[src/source/core_fetch_pkg.sv]
// --------------------------------------------------------------------
// Shared widths and bus structs of the instruction fetch front end
// Memory request and response, decode side and control flow change
// --------------------------------------------------------------------

`default_nettype none

package core_fetch_pkg;

    // ----------------------------------------------------------------
    // Widths
    // ----------------------------------------------------------------

    localparam int xlen        = 32;  // Architectural address width
    localparam int mem_addr_w  = 32;  // Instruction memory address
    localparam int mem_data_w  = 64;  // One 8 byte fetch word
    localparam int buf_bytes   = 16;  // Fetch buffer capacity
    localparam int buf_depth_w = 5;   // Holds 0 to 16

    // ----------------------------------------------------------------
    // Bus structs
    // ----------------------------------------------------------------

    typedef struct packed {
        logic                  req;    // Read request
        logic [mem_addr_w-1:0] addr;   // 8 byte aligned
    } imem_req_t;

    typedef struct packed {
        logic                  gnt;    // Request accepted
        logic                  err;    // Bus error, cycle after gnt
        logic [mem_data_w-1:0] rdata;  // Read data, cycle after gnt
    } imem_rsp_t;

    typedef struct packed {
        logic        i16bit;  // Compressed instr at head
        logic        i32bit;  // Full width instr at head
        logic [31:0] instr;   // Oldest 4 buffer bytes
        logic [1:0]  ferr;    // Error tag per halfword
    } fetch_out_t;

    typedef struct packed {
        logic            valid;   // Held until acknowledged
        logic [xlen-1:0] target;  // Halfword aligned
    } cf_req_t;

endpackage

`default_nettype wire
[src/source/core_fetch_top.sv]
// --------------------------------------------------------------------
// Fetch front end top level
// Fetch stage with its response filter and fetch buffer
// --------------------------------------------------------------------

`timescale 1ns/1ps
`default_nettype none

module core_fetch_top
    import core_fetch_pkg::*;
#(
    parameter logic [xlen-1:0] PC_RESET_ADDRESS = 32'h1000_0000  // Post reset fetch addr
) (
    input  logic       g_clk,      // Clock
    input  logic       g_resetn,   // Sync reset, active low
    input  cf_req_t    cf,         // Redirect from later stages
    output logic       cf_ack,     // Redirect accepted
    output imem_req_t  imem_o,     // Instruction memory request
    input  imem_rsp_t  imem_i,     // Instruction memory response
    output fetch_out_t fetch_out,  // Instruction toward decode
    input  logic       eat_2,      // Decode took 2 bytes
    input  logic       eat_4       // Decode took 4 bytes
);

    // ----------------------------------------------------------------
    // Fetch stage
    // ----------------------------------------------------------------

    // Filter and buffer sit below the fetch stage
    core_pipe_fetch #(
        .PC_RESET_ADDRESS (PC_RESET_ADDRESS)
    ) i_core_pipe_fetch (
        .g_clk     (g_clk),
        .g_resetn  (g_resetn),
        .cf        (cf),
        .cf_ack    (cf_ack),
        .imem_o    (imem_o),
        .imem_i    (imem_i),
        .fetch_out (fetch_out),
        .eat_2     (eat_2),
        .eat_4     (eat_4)
    );

endmodule

`default_nettype wire

[src/source/core_pipe_fetch.sv]
// --------------------------------------------------------------------
// Instruction fetch stage
// Fetch address, memory requests, redirect handling and fill sizes
// Presents 16/32 bit instructions from the fetch buffer to decode
// --------------------------------------------------------------------

`timescale 1ns/1ps
`default_nettype none

module core_pipe_fetch
    import core_fetch_pkg::*;
#(
    parameter logic [xlen-1:0] PC_RESET_ADDRESS = 32'h1000_0000  // Post reset fetch addr
) (
    input  logic       g_clk,      // Clock
    input  logic       g_resetn,   // Sync reset, active low
    input  cf_req_t    cf,         // Control flow change
    output logic       cf_ack,     // Change accepted
    output imem_req_t  imem_o,     // Toward instruction memory
    input  imem_rsp_t  imem_i,     // From instruction memory
    output fetch_out_t fetch_out,  // Toward decode
    input  logic       eat_2,      // Decode consumes 2 bytes
    input  logic       eat_4       // Decode consumes 4 bytes
);

    // ----------------------------------------------------------------
    // Events
    // ----------------------------------------------------------------

    logic                   imem_req_q;    // Request held until gnt
    logic                   imem_recv_q;   // Response data this cycle
    logic [mem_addr_w-1:0]  imem_addr_q;
    logic                   e_cf;
    logic                   e_req;
    logic                   ignore_rsp;    // Old path data arriving

    assign e_cf  = cf.valid && cf_ack;
    assign e_req = imem_req_q && imem_i.gnt;

    assign cf_ack = !imem_req_q || imem_i.gnt;  // Never mid request

    // ----------------------------------------------------------------
    // Address and request tracking
    // ----------------------------------------------------------------

    logic                   buf_ready;     // Room for another word
    logic                   n_imem_req;
    logic [mem_addr_w-1:0]  n_imem_addr;

    assign n_imem_req  = buf_ready || (imem_req_q && !imem_i.gnt);
    assign n_imem_addr = imem_addr_q + mem_addr_w'(8);

    always_ff @(posedge g_clk) begin
        if (!g_resetn) begin
            imem_req_q  <= 1'b0;
            imem_recv_q <= 1'b0;
            imem_addr_q <= PC_RESET_ADDRESS;
        end else begin
            imem_req_q  <= n_imem_req;
            imem_recv_q <= e_req;  // Data one cycle after gnt
            if (e_cf) begin
                imem_addr_q <= {cf.target[mem_addr_w-1:3], 3'b000};
            end else if (e_req) begin
                imem_addr_q <= n_imem_addr;
            end
        end
    end

    assign imem_o.req  = imem_req_q;
    assign imem_o.addr = imem_addr_q;

    // ----------------------------------------------------------------
    // Fill size control
    // ----------------------------------------------------------------

    logic                   first_req_post_cf;  // New path word not yet granted
    logic                   n_first_req_post_cf;
    logic                   buf_fill_2;
    logic                   buf_fill_4;
    logic                   buf_fill_6;
    logic                   buf_fill_8;

    assign n_first_req_post_cf = e_cf || (first_req_post_cf && !e_req);

    always_ff @(posedge g_clk) begin
        if (!g_resetn) begin
            first_req_post_cf <= 1'b0;
        end else begin
            first_req_post_cf <= n_first_req_post_cf;
        end
    end

    always_ff @(posedge g_clk) begin
        if (!g_resetn) begin
            buf_fill_2 <= 1'b0;
            buf_fill_4 <= 1'b0;
            buf_fill_6 <= 1'b0;
            buf_fill_8 <= 1'b0;
        end else if (e_cf) begin
            // Keep only bytes from the target offset upward
            buf_fill_2 <= cf.target[2:0] == 3'd6;
            buf_fill_4 <= cf.target[2:0] == 3'd4;
            buf_fill_6 <= cf.target[2:0] == 3'd2;
            buf_fill_8 <= cf.target[2:0] == 3'd0;
        end else if (ignore_rsp || first_req_post_cf) begin
            // Hold partial size for the first new path word
        end else begin
            buf_fill_2 <= 1'b0;
            buf_fill_4 <= 1'b0;
            buf_fill_6 <= 1'b0;
            buf_fill_8 <= e_req;  // Whole word in sequence
        end
    end

    // ----------------------------------------------------------------
    // Buffer and decode side
    // ----------------------------------------------------------------

    logic                   buf_fill_en;
    logic [buf_depth_w-1:0] buf_depth;
    logic [buf_depth_w-1:0] buf_n_depth;
    logic [31:0]            buf_data_out;
    logic [1:0]             buf_error_out;
    logic                   buf_drain_2;
    logic                   buf_drain_4;
    logic                   i16bit;
    logic                   i32bit;

    assign buf_fill_en = imem_recv_q && !ignore_rsp;
    assign buf_ready   = (buf_n_depth <= 5'd8) && !e_req;

    assign i16bit = (buf_depth >= 5'd2) && (buf_data_out[1:0] != 2'b11);
    assign i32bit = (buf_depth >= 5'd4) && (buf_data_out[1:0] == 2'b11);

    assign buf_drain_2 = i16bit && eat_2;  // Stray eats ignored
    assign buf_drain_4 = i32bit && eat_4;

    assign fetch_out.i16bit = i16bit;
    assign fetch_out.i32bit = i32bit;
    assign fetch_out.instr  = buf_data_out;
    assign fetch_out.ferr   = buf_error_out;

    core_fetch_resp_filter i_core_fetch_resp_filter (
        .g_clk      (g_clk),
        .g_resetn   (g_resetn),
        .e_req      (e_req),
        .e_recv     (imem_recv_q),
        .e_cf       (e_cf),
        .ignore_rsp (ignore_rsp)
    );

    core_pipe_fetch_buffer i_core_pipe_fetch_buffer (
        .g_clk     (g_clk),
        .g_resetn  (g_resetn),
        .flush     (e_cf),           // Redirect empties buffer
        .fill_en   (buf_fill_en),
        .fill_2    (buf_fill_2),
        .fill_4    (buf_fill_4),
        .fill_6    (buf_fill_6),
        .fill_8    (buf_fill_8),
        .data_in   (imem_i.rdata),
        .error_in  (imem_i.err),
        .drain_2   (buf_drain_2),
        .drain_4   (buf_drain_4),
        .depth     (buf_depth),
        .n_depth   (buf_n_depth),
        .data_out  (buf_data_out),
        .error_out (buf_error_out)
    );

    // Later stages hold a redirect until it is taken
    assert property (@(posedge g_clk) disable iff (!g_resetn)
        cf.valid && !cf_ack |=> cf.valid && $stable(cf.target))
        else $error("fetch: redirect dropped or changed before acknowledge");

endmodule

`default_nettype wire

[src/source/core_pipe_fetch_buffer.sv]
// --------------------------------------------------------------------
// Byte shifting fetch buffer, 16 bytes deep
// Fills 2/4/6/8 top bytes of a fetch word, drains 2/4 from the bottom
// One bus error tag per halfword
// --------------------------------------------------------------------

`timescale 1ns/1ps
`default_nettype none

module core_pipe_fetch_buffer
    import core_fetch_pkg::*;
(
    input  logic                   g_clk,      // Clock
    input  logic                   g_resetn,   // Sync reset, active low
    input  logic                   flush,      // Empty the buffer
    input  logic                   fill_en,    // Append selected bytes
    input  logic                   fill_2,     // Top 2 bytes of data_in
    input  logic                   fill_4,     // Top 4 bytes
    input  logic                   fill_6,     // Top 6 bytes
    input  logic                   fill_8,     // Whole word
    input  logic [mem_data_w-1:0]  data_in,    // Fetch word
    input  logic                   error_in,   // Word had a bus error
    input  logic                   drain_2,    // Consume 2 bytes
    input  logic                   drain_4,    // Consume 4 bytes
    output logic [buf_depth_w-1:0] depth,      // Bytes held now
    output logic [buf_depth_w-1:0] n_depth,    // Bytes held after edge
    output logic [31:0]            data_out,   // Oldest 4 bytes
    output logic [1:0]             error_out   // Tags of oldest 2 halfwords
);

    localparam int data_w = buf_bytes * 8;  // Storage bits
    localparam int hw_n   = buf_bytes / 2;  // Halfword tags
    localparam logic [buf_depth_w-1:0] word_bytes = buf_depth_w'(mem_data_w / 8);

    logic [data_w-1:0]      data_q;       // Byte 0 is oldest
    logic [hw_n-1:0]        err_q;        // Bit 0 tags halfword 0
    logic [buf_depth_w-1:0] depth_q;

    logic [buf_depth_w-1:0] drain_bytes;  // 0, 2 or 4
    logic [buf_depth_w-1:0] fill_bytes;   // 0 to 8
    logic [buf_depth_w-1:0] base;         // Depth after drain
    logic [data_w-1:0]      shifted;
    logic [data_w-1:0]      keep_mask;    // Bytes below base survive
    logic [mem_data_w-1:0]  fill_top;     // Selected bytes moved down
    logic [data_w-1:0]      fill_word;    // Placed at base
    logic [data_w-1:0]      n_data;
    logic [hw_n-1:0]        err_shifted;
    logic [hw_n-1:0]        err_keep;
    logic [hw_n-1:0]        err_fill;
    logic [hw_n-1:0]        n_err;

    // ----------------------------------------------------------------
    // Drain and fill sizes
    // ----------------------------------------------------------------

    assign drain_bytes = drain_4 ? 5'd4 :
                         drain_2 ? 5'd2 : 5'd0;

    always_comb begin
        fill_bytes = '0;
        if (fill_en) begin
            if (fill_8) fill_bytes = 5'd8;
            if (fill_6) fill_bytes = 5'd6;
            if (fill_4) fill_bytes = 5'd4;
            if (fill_2) fill_bytes = 5'd2;
        end
    end

    assign base = depth_q - drain_bytes;

    // ----------------------------------------------------------------
    // Next contents
    // ----------------------------------------------------------------

    assign shifted   = data_q >> {drain_bytes, 3'b000};
    assign keep_mask = ~({data_w{1'b1}} << {base, 3'b000});

    // Top fill_bytes of the word, zero above them
    assign fill_top  = data_in >> {word_bytes - fill_bytes, 3'b000};
    assign fill_word = {{(data_w - mem_data_w){1'b0}}, fill_top} << {base, 3'b000};

    assign n_data = (shifted & keep_mask) | fill_word;

    // Same merge on halfword tags
    assign err_shifted = err_q >> drain_bytes[buf_depth_w-1:1];
    assign err_keep    = ~({hw_n{1'b1}} << base[buf_depth_w-1:1]);
    assign err_fill    = (error_in ? ~({hw_n{1'b1}} << fill_bytes[buf_depth_w-1:1]) : '0)
                         << base[buf_depth_w-1:1];

    assign n_err = (err_shifted & err_keep) | err_fill;

    assign n_depth = flush ? '0 : base + fill_bytes;  // Flush beats fill

    always_ff @(posedge g_clk) begin
        if (!g_resetn) begin
            depth_q <= '0;
        end else begin
            depth_q <= n_depth;
        end
    end

    always_ff @(posedge g_clk) begin
        data_q <= n_data;  // Bytes above depth are don't care
        err_q  <= n_err;
    end

    // ----------------------------------------------------------------
    // Outputs
    // ----------------------------------------------------------------

    assign depth     = depth_q;
    assign data_out  = data_q[31:0];
    assign error_out = err_q[1:0];

    // Fill size registers in the fetch stage are mutually exclusive
    assert property (@(posedge g_clk) disable iff (!g_resetn)
        $onehot0({fill_2, fill_4, fill_6, fill_8}))
        else $error("fetch buffer: fill sizes not one-hot");

    // Request rule upstream keeps room for one full word
    assert property (@(posedge g_clk) disable iff (!g_resetn)
        depth_q <= buf_depth_w'(buf_bytes))
        else $error("fetch buffer: overflow, depth %0d", depth_q);

endmodule

`default_nettype wire

[src/source/core_fetch_resp_filter.sv]
// --------------------------------------------------------------------
// Response filter for the fetch stage
// Tracks granted requests in flight and drops their data on redirect
// --------------------------------------------------------------------

`timescale 1ns/1ps
`default_nettype none

module core_fetch_resp_filter
    import core_fetch_pkg::*;
(
    input  logic g_clk,       // Clock
    input  logic g_resetn,    // Sync reset, active low
    input  logic e_req,       // Request granted this cycle
    input  logic e_recv,      // Response data this cycle
    input  logic e_cf,        // Redirect accepted this cycle
    output logic ignore_rsp   // Drop this cycle's response
);

    // ----------------------------------------------------------------
    // Counters
    // ----------------------------------------------------------------

    logic [1:0] reqs_outstanding;    // Granted, data not yet back
    logic [1:0] n_reqs_outstanding;
    logic [1:0] rsps_ignore;         // Old path responses still due

    assign n_reqs_outstanding = reqs_outstanding + {1'b0, e_req} - {1'b0, e_recv};

    assign ignore_rsp = |rsps_ignore;  // From registers only

    always_ff @(posedge g_clk) begin
        if (!g_resetn) begin
            reqs_outstanding <= 2'b00;
            rsps_ignore      <= 2'b00;
        end else begin
            reqs_outstanding <= n_reqs_outstanding;
            if (e_cf) begin
                // Everything still due after this edge is old path
                rsps_ignore <= n_reqs_outstanding;
            end else if (ignore_rsp && e_recv) begin
                rsps_ignore <= rsps_ignore - 2'd1;  // One dropped
            end
        end
    end

    // ----------------------------------------------------------------
    // Checks
    // ----------------------------------------------------------------

    // Grant side must respect the one-ahead limit of the fetch stage
    assert property (@(posedge g_clk) disable iff (!g_resetn)
        reqs_outstanding <= 2'd2)
        else $error("fetch filter: more than 2 requests outstanding");

endmodule

`default_nettype wire

[config.mk]
export PLATFORM = sky130hd
export DESIGN_NAME = core_fetch_top
export DESIGN_NICKNAME = d
export VERILOG_FILES = /design/src/source/core_fetch_pkg.sv /design/src/source/core_fetch_top.sv /design/src/source/core_pipe_fetch.sv /design/src/source/core_pipe_fetch_buffer.sv /design/src/source/core_fetch_resp_filter.sv
export SDC_FILE = /design/constraint.sdc
export NUM_CORES = 1
export LEC_CHECK = 0
export BUFFER_PORTS_ARGS = -buffer_cell sky130_fd_sc_hd__buf_2
export CAP_MARGIN = 25
export CELL_PAD_IN_SITES_DETAIL_PLACEMENT = 0
export CELL_PAD_IN_SITES_GLOBAL_PLACEMENT = 1
export CORE_AREA = 10 10 208 210
export CTS_BUF_LIST = sky130_fd_sc_hd__clkbuf_8 sky130_fd_sc_hd__clkbuf_16
export DETAILED_ROUTE_END_ITERATION = 6
export DIE_AREA = 0 0 218 220
export GPL_TIMING_DRIVEN = 0
export PLACE_DENSITY = 0.82
export SYNTH_ARGS = -nofsm -noshare
export SYNTH_HDL_FRONTEND = slang
export SYNTH_HIERARCHICAL = 1
export SYNTH_SLANG_ARGS = --single-unit
[constraint.sdc]
create_clock -name g_clk -period 12.1 [get_ports g_clk]
set_input_delay 1.21 -clock g_clk [delete_from_list [all_inputs] [get_ports g_clk]]
set_output_delay 1.21 -clock g_clk [all_outputs]
set_load 0.05 [all_outputs]
==> results of run 1 <==
-- cell usage after synthesis, types with 20 or more instances --
library cell / number / share of area
a211oi_1: 31 / 0.015
a21oi_1: 108 / 0.035
a221oi_1: 20 / 0.011
a22o_1: 32 / 0.018
a22oi_1: 55 / 0.027
a32o_1: 22 / 0.014
and2_1: 31 / 0.012
and3_1: 35 / 0.014
buf_1: 20 / 0.0048
buf_2: 39 / 0.013
buf_4: 42 / 0.020
clkbuf_1: 102 / 0.025
dfxtp_1: 181 / 0.23
inv_1: 42 / 0.010
mux2_2: 41 / 0.030
mux2i_1: 136 / 0.088
mux4_2: 23 / 0.033
nand2_1: 175 / 0.042
nand3_1: 42 / 0.014
nor2_1: 125 / 0.030
nor3_1: 24 / 0.0077
o211ai_1: 54 / 0.026
o21ai_0: 141 / 0.045
o22ai_1: 42 / 0.017
-- power breakdown --
part           internal (mW)  switching, mW
Combinational          0.291          0.669
Sequential             0.673         0.0719
Clock                  0.279          0.287
Total                   1.24           1.03
-- final cells by class --
cell class                 instances  area, sq um
clock inverter                    14        137.6
timing repair buffer             167        854.6
multi-input combinational       1495        10650
tap                              525        656.9
clock buffer                      18        439.2
fill                            4147        21660
buffer                           213         1075
sequential                       181         3623
inverter                          48        182.7
-- path summary, 6_finish.rpt --
path,from,endpoint,slack (ns),depth (start not counted)
setup / recovery,eat_4,register,5.61,14
hold / removal,i_core_pipe_fetch/buf_fill_8,i_core_pipe_fetch/buf_fill_8,0.48,2
setup reg to reg,i_core_pipe_fetch/i_core_pipe_fetch_buffer/data_q[0],register,5.66,17
hold reg to reg,i_core_pipe_fetch/buf_fill_8,i_core_pipe_fetch/buf_fill_8,0.48,2
-- placed cells by master (no fill, tap or decap), drive strengths merged, types with 23 or more instances in the layout --
cell type	n
o22ai	43
nor3	28
a211oi	36
and3	35
a22o	32
mux2	41
inv	53
o211ai	55
mux2i	136
nor2	125
clkbuf	122
mux4	23
o21ai	149
buf	276
nand3	43
dfxtp	181
and2	32
a21oi	109
nand2	175
a22oi	55
-- cells by family (layout without fill, tap and decap cells) --
kind of cell / after synthesis / after routing
AND/OR/NAND/NOR: 543 / 543
multiplexers: 200 / 200
flip-flops: 181 / 181
adder cells (fa/ha/maj): 15 / 15
XOR/XNOR: 14 / 14
AO/OA/AOI/OAI: 720 / 720
buffers and inverters: 261 / 460
other: 1 / 3
-- stage by stage --
stage,instances,utilization,setup WS [ns],cell area (sq um)
after floorplan,1937,-,7.089,15530
after CTS,2657,0.4478,5.869,17590
after global routing,2661,0.4485,5.519,17610
final,2661,0.4485,5.612,17610
after detailed placement,2625,0.4331,5.391,17010
after global placement,2622,0.4324,5.360,16980
-- flip-flops by register name, summed over array words and instances (netlist names) --
name / cells
i_core_pipe_fetch/buf_fill_2: 1
i_core_pipe_fetch/i_core_pipe_fetch_buffer/err_q: 8
i_core_pipe_fetch/buf_fill_4: 1
i_core_pipe_fetch/i_core_fetch_resp_filter/reqs_outstanding: 2
i_core_pipe_fetch/imem_addr_q: 29
i_core_pipe_fetch/buf_fill_6: 1
i_core_pipe_fetch/buf_fill_8: 1
i_core_pipe_fetch/imem_req_q: 1
i_core_pipe_fetch/i_core_fetch_resp_filter/rsps_ignore: 2
i_core_pipe_fetch/imem_recv_q: 1
i_core_pipe_fetch/i_core_pipe_fetch_buffer/data_q: 128
i_core_pipe_fetch/first_req_post_cf: 1
i_core_pipe_fetch/i_core_pipe_fetch_buffer/depth: 5
-- layer usage --
metal,share of wire,vias up,global-route usage
met5,0.00015,-,0
met4,0.065,2,0.1988
li1,-,7810,-
met1,0.40,8662,0.4457
met2,0.41,1242,0.4942
met3,0.12,223,0.09228
-- critical path, delay by kind of cell --
family                     cells  cell delay [ns]
adders and majority gates      1             0.60
AOI/OAI and AO/OA              2             0.60
and+or+nand+nor                1             0.18
buffers and inverters         10             4.24
==> results_dict.tcl, run 1 <==
set metrics [dict create \
    crit_chain "buf_2 > and2_1 > buf_1 > inv_2 > clkbuf_1 > clkbuf_1 > fa_1 > buf_2 > inv_1 > clkbuf_1 > buf_1 > clkbuf_1 > a211oi_1 > o22ai_1" \
    synth_compound_area_frac 0.3410 \
    cts_tree "built" \
    path_class "in -> reg" \
    die_x_um 218 \
    ys_ff_latch 181 \
    layout-drive-gt1-share 0.1915 \
    htree_levels 4 \
    irDropWorstVdd_uv 107.2 \
    status "finished, violations left" \
    vias 17939 \
    finalHoldViolations 0 \
    routabilityCongestion 1.043 \
    startpoint_type "input pin" \
    dp_hpwl_um 66090 \
    synth-simple-area-share 0.1710 \
    netlist_instances 1935 \
    p_per_area_nw_per_um2 128.9 \
    synthXorXnorAreaFrac 0.009353 \
    cp_max_fo 11 \
    worst_pin_slew_ns 1.204 \
    synth_top_family_by_area "compound AO/OA/AOI/OAI gates" \
    first_pass_iters 7 \
    rsz0062_at_grt "no" \
    ys_async_sr_fraction 0 \
    yosysUniqueCellTypes 92 \
    antenna_found_initial 1 \
    path_clk_slew_ns 0.08 \
    drtAntennaViolNets 0 \
    slew_headroom 0.1976 \
    slew_violations 0 \
    crit_path_max_incr_delay_ns 0.68 \
    ctsHoldBuffers 0 \
    cap_viol_max_count 0 \
    leakagePower_nw 6.621 \
    total_power_mw 2.270 \
    postSynthAreaPerCell_sq_um 8.020 \
    syn_area_sq_um 15520 \
    synthAdderAreaFrac 0.01306 \
    grt_pass1_wl_um 120300 \
    hold_ws_ns 0.4783 \
    numCtsBuffers 17 \
    grt_pass1_vias 16888 \
    io_pins 173 \
    setup-tns-final_ns 0 \
    muxShareOfSynthArea 0.1509 \
    clock_path_buffers 2 \
    portBuffers 160 \
    crit_top_cell "clkbuf_1" \
    fin_crit_ns 6.488 \
    setup_viol 0 \
    fp.dieH_um 220 \
    root_buffer "clkbuf_16" \
    wire_per_inst_um 31.59 \
    start_util 0.3951 \
    drtIter0Drc 2545 \
    die-area_sq_um 47960 \
    final_nets 2241 \
    finalWirelength_um 84070 \
    via_per_inst 6.741 \
    areaGrowthSynthToFinish_pct 13.50 \
    cts_setup_buffers 0 \
    worstPathArrival_ns 6.88 \
    slowest_stage "clkbuf_1" \
    end_kind "register" \
    ys.flop_type "dfxtp_1" \
    rows 73 \
    ys_warn_count 6 \
    grt_max_degree 19 \
    worstHoldPathType "reg -> reg" \
    fin_skew_ns 0.01194 \
    seq_area_frac_synth 0.2335 \
    violations "design-rule violations" \
    synth_edf_count 0 \
    globalRouteTotalUtil 0.3407 \
    clock_latency_ns 0.47 \
    n_antenna_cell 0 \
    crit_required_ns 12.49 \
    drcViolationCount 3 \
    overflow 0 \
    fmax_ghz 0.1541 \
    period_share 0.5362 \
    coreArea_sq_um 39280 \
    cts_sinks 181 \
    cts-resized-gates 0 \
]
No activity file was read; power rests on OpenSTA's default activity.
==> run 2, diff against run 1 <==
--- a/config.mk
+++ b/config.mk
@@ -14,7 +14,7 @@
 export DETAILED_ROUTE_END_ITERATION = 6
 export DIE_AREA = 0 0 218 220
 export GPL_TIMING_DRIVEN = 0
-export PLACE_DENSITY = 0.82
+export PLACE_DENSITY = 0.85
 export SYNTH_ARGS = -nofsm -noshare
 export SYNTH_HDL_FRONTEND = slang
 export SYNTH_HIERARCHICAL = 1
==> constraint.sdc (replaced) <==
create_clock -name g_clk -period 5.54 [get_ports g_clk]
set_input_delay 0.554 -clock g_clk [delete_from_list [all_inputs] [get_ports g_clk]]
set_output_delay 0.554 -clock g_clk [all_outputs]
set_load 0.05 [all_outputs]
==> run 2 against run 1 <==
The run now ends clean. Worst setup slack lost 5.6 ns. Flip-flop and latch count is the same. Hold slack lost 0.12 ns. Count of clock-buffer cells in the layout shrank 1. Sequential share of layout area shrank 0.29 points. Combinational power grew 120%. Final area grew 1.4%. Critical path type is now reg -> reg. Largest power group unchanged. Highest routed layer unchanged.
==> results_dict.tcl, run 2 (synthesis gave the netlist of run 1 again) <==
set metrics [dict create \
    status "finished, final reports clean" \
    hold_depth 3 \
    critPathBufInv 10 \
    end_kind "register" \
    worst_pin_slew_ns 1.124 \
    largest_reg_flops 128 \
    final_nets 2254 \
    drtAntennaViolNets 0 \
    cp_max_fo 10 \
    coreArea_sq_um 39280 \
    drcViolationCount 0 \
    irDropWorstVdd_uv 236.5 \
    vias 18101 \
    die-area_sq_um 47960 \
    slew_violations 0 \
    worstHoldPathType "in -> reg" \
    reg2reg_depth 21 \
    cts_sinks 181 \
    crit_top_cell "inv_1" \
    globalRouteTotalUtil 0.3457 \
    root_buffer "clkbuf_16" \
    path_clk_slew_ns 0.08 \
    dp.cells 2624 \
    period_share 0.9895 \
    dp_hpwl_um 67330 \
    cts_tree "built" \
    htree_levels 4 \
    crit_path_max_incr_delay_ns 0.58 \
    fin_skew_ns 0.01977 \
    hold_ws_ns 0.3602 \
    final_common_cell "buf_2" \
    fin_cells 2677 \
    overflow 0 \
    seqCellArea_sq_um 3623 \
    finalWirelength_um 85850 \
    crit_family "buffers and inverters" \
    fin_crit_ns 5.482 \
    multi_input_area_sq_um 10780 \
    p_per_area_nw_per_um2 276.5 \
    layout_common_cells "203 x buf_2, 181 x dfxtp_1, 175 x nand2_1" \
    cap_viol_max_count 0 \
    numCtsBuffers 17 \
    min_to "i_core_pipe_fetch/imem_addr_q[17]" \
    worstPathArrival_ns 5.87 \
    grt_max_degree 18 \
    grt_pass1_wl_um 122300 \
    crit_chain "inv_1 > ha_1 > inv_1 > nor2b_1 > inv_1 > a21oi_2 > buf_6 > inv_4 > buf_6 > buf_6 > buf_2 > ha_1 > inv_1 > ha_2 > buf_4 > nand2b_1 > nor2_1 > o21ai_0 > a32oi_2 > a211oi_2 > o21ai_0" \
    path_class "reg -> reg" \
    fmax_ghz 0.1824 \
    portBuffers 160 \
    setup_viol 0 \
    via_per_inst 6.762 \
    ctsHoldBuffers 0 \
    nFillCells 4028 \
    antenna_found_initial 1 \
    clock_latency_ns 0.47 \
    die_x_um 218 \
    crit_required_ns 5.93 \
    routabilityCongestion 1.045 \
    leakagePower_nw 6.747 \
    layout-drive-gt1-share 0.2154 \
    regMostFlops "i_core_pipe_fetch/i_core_pipe_fetch_buffer/data_q" \
    clock_path_buffers 2 \
    design_area_sq_um 17860 \
    reg_top3 "i_core_pipe_fetch/i_core_pipe_fetch_buffer/data_q (128), i_core_pipe_fetch/imem_addr_q (29), i_core_pipe_fetch/i_core_pipe_fetch_buffer/err_q (8)" \
    min_from "cf[17]" \
    drtIter0Drc 2443 \
    post_dp_cell_area_sq_um 17000 \
    grt_pass1_vias 16932 \
    r2r_slack_ns 0.06 \
    rows 73 \
    startpoint_type "register" \
    io_pins 173 \
    first_pass_iters 7 \
    start_util 0.3951 \
    areaGrowthSynthToFinish_pct 15.12 \
    slew_headroom 0.2447 \
    rsz0062_at_grt "yes" \
    slowest_stage "nor2_1" \
    wire_per_inst_um 32.07 \
    finalHoldViolations 0 \
    finish.utilization 0.4549 \
    fp.dieH_um 220 \
]
[run 2: cell type report]
type	instances	share of cell area
tap	525	0.03677
antenna	3	0.0004202
multi-input combinational	1495	0.6034
buffer	212	0.06128
clock inverter	15	0.006934
sequential	181	0.2028
inverter	48	0.01023
clock buffer	17	0.02381
timing repair buffer	181	0.05435
[run 2: what timing repair did]
| action | in CTS | in global routing |
|---|---|---|
| gates cloned | 0 | 0 |
| setup endpoints to repair | 136 | 125 |
| buffers inserted | 0 | 19 |
| pin swaps | 0 | 7 |
| resized for setup | 32 | 19 |
[run 2: power by group]
part / internal (mW) / switching (mW)
combinational: 0.648 / 1.46
sequential: 1.47 / 0.164
clock: 0.587 / 0.607
[run 2: worst reg2reg max path, cell delays in order (launching register included)]
cell,delay (ns)
dfxtp_1,0.35
inv_1,0.05
ha_1,0.22
inv_1,0.09
nor2b_1,0.09
inv_1,0.35
a21oi_2,0.06
buf_6,0.19
inv_4,0.08
buf_6,0.15
buf_6,0.18
buf_2,0.26
ha_1,0.27
inv_1,0.07
ha_2,0.53
buf_4,0.32
nand2b_1,0.23
nor2_1,0.58
o21ai_0,0.30
a32oi_2,0.56
a211oi_2,0.25
o21ai_0,0.24
[run 2: how the worst max path moves through the flow]
| stage | startpoint | end | slack [ns] | depth (start not counted) |
|---|---|---|---|---|
| 6_report | register | register | 0.06 | 21 |
| 5_1_grt | register | register | -0.02 | 22 |
| 3_3_place_gp | register | register | -0.66 | 14 |
| 4_1_cts | register | i_core_pipe_fetch/imem_req_q | 0.006 | 21 |
| 3_5_place_dp | register | register | -0.69 | 17 |
| 2_1_floorplan | i_core_pipe_fetch/i_core_pipe_fetch_buffer/data_q[0] | i_core_pipe_fetch/imem_req_q | 1.06 | 21 |
[run 2: routing by layer]
layer | track usage | vias up | wire length (um) | share of wire
met3 | 0.08734 | 227 | 9445 | 0.11
li1 | - | 7845 | - | -
met4 | 0.1963 | 2 | 5169 | 0.060
met2 | 0.5079 | 1264 | 36160 | 0.42
met5 | 0 | - | 16 | 0.00019
met1 | 0.4526 | 8763 | 35050 | 0.41
[run 2: metrics by stage]
step | setup WS [ns] | TNS, ns | total power [mW]
floorplan | 1.060 | 0 | 2.895
global placement | -0.6594 | -46.09 | 3.648
detailed placement | -0.6921 | -46.45 | 3.660
CTS | 0.006488 | 0 | 4.863
global route | -0.02145 | -0.02484 | 5.108
finish | 0.05828 | 0 | 4.939
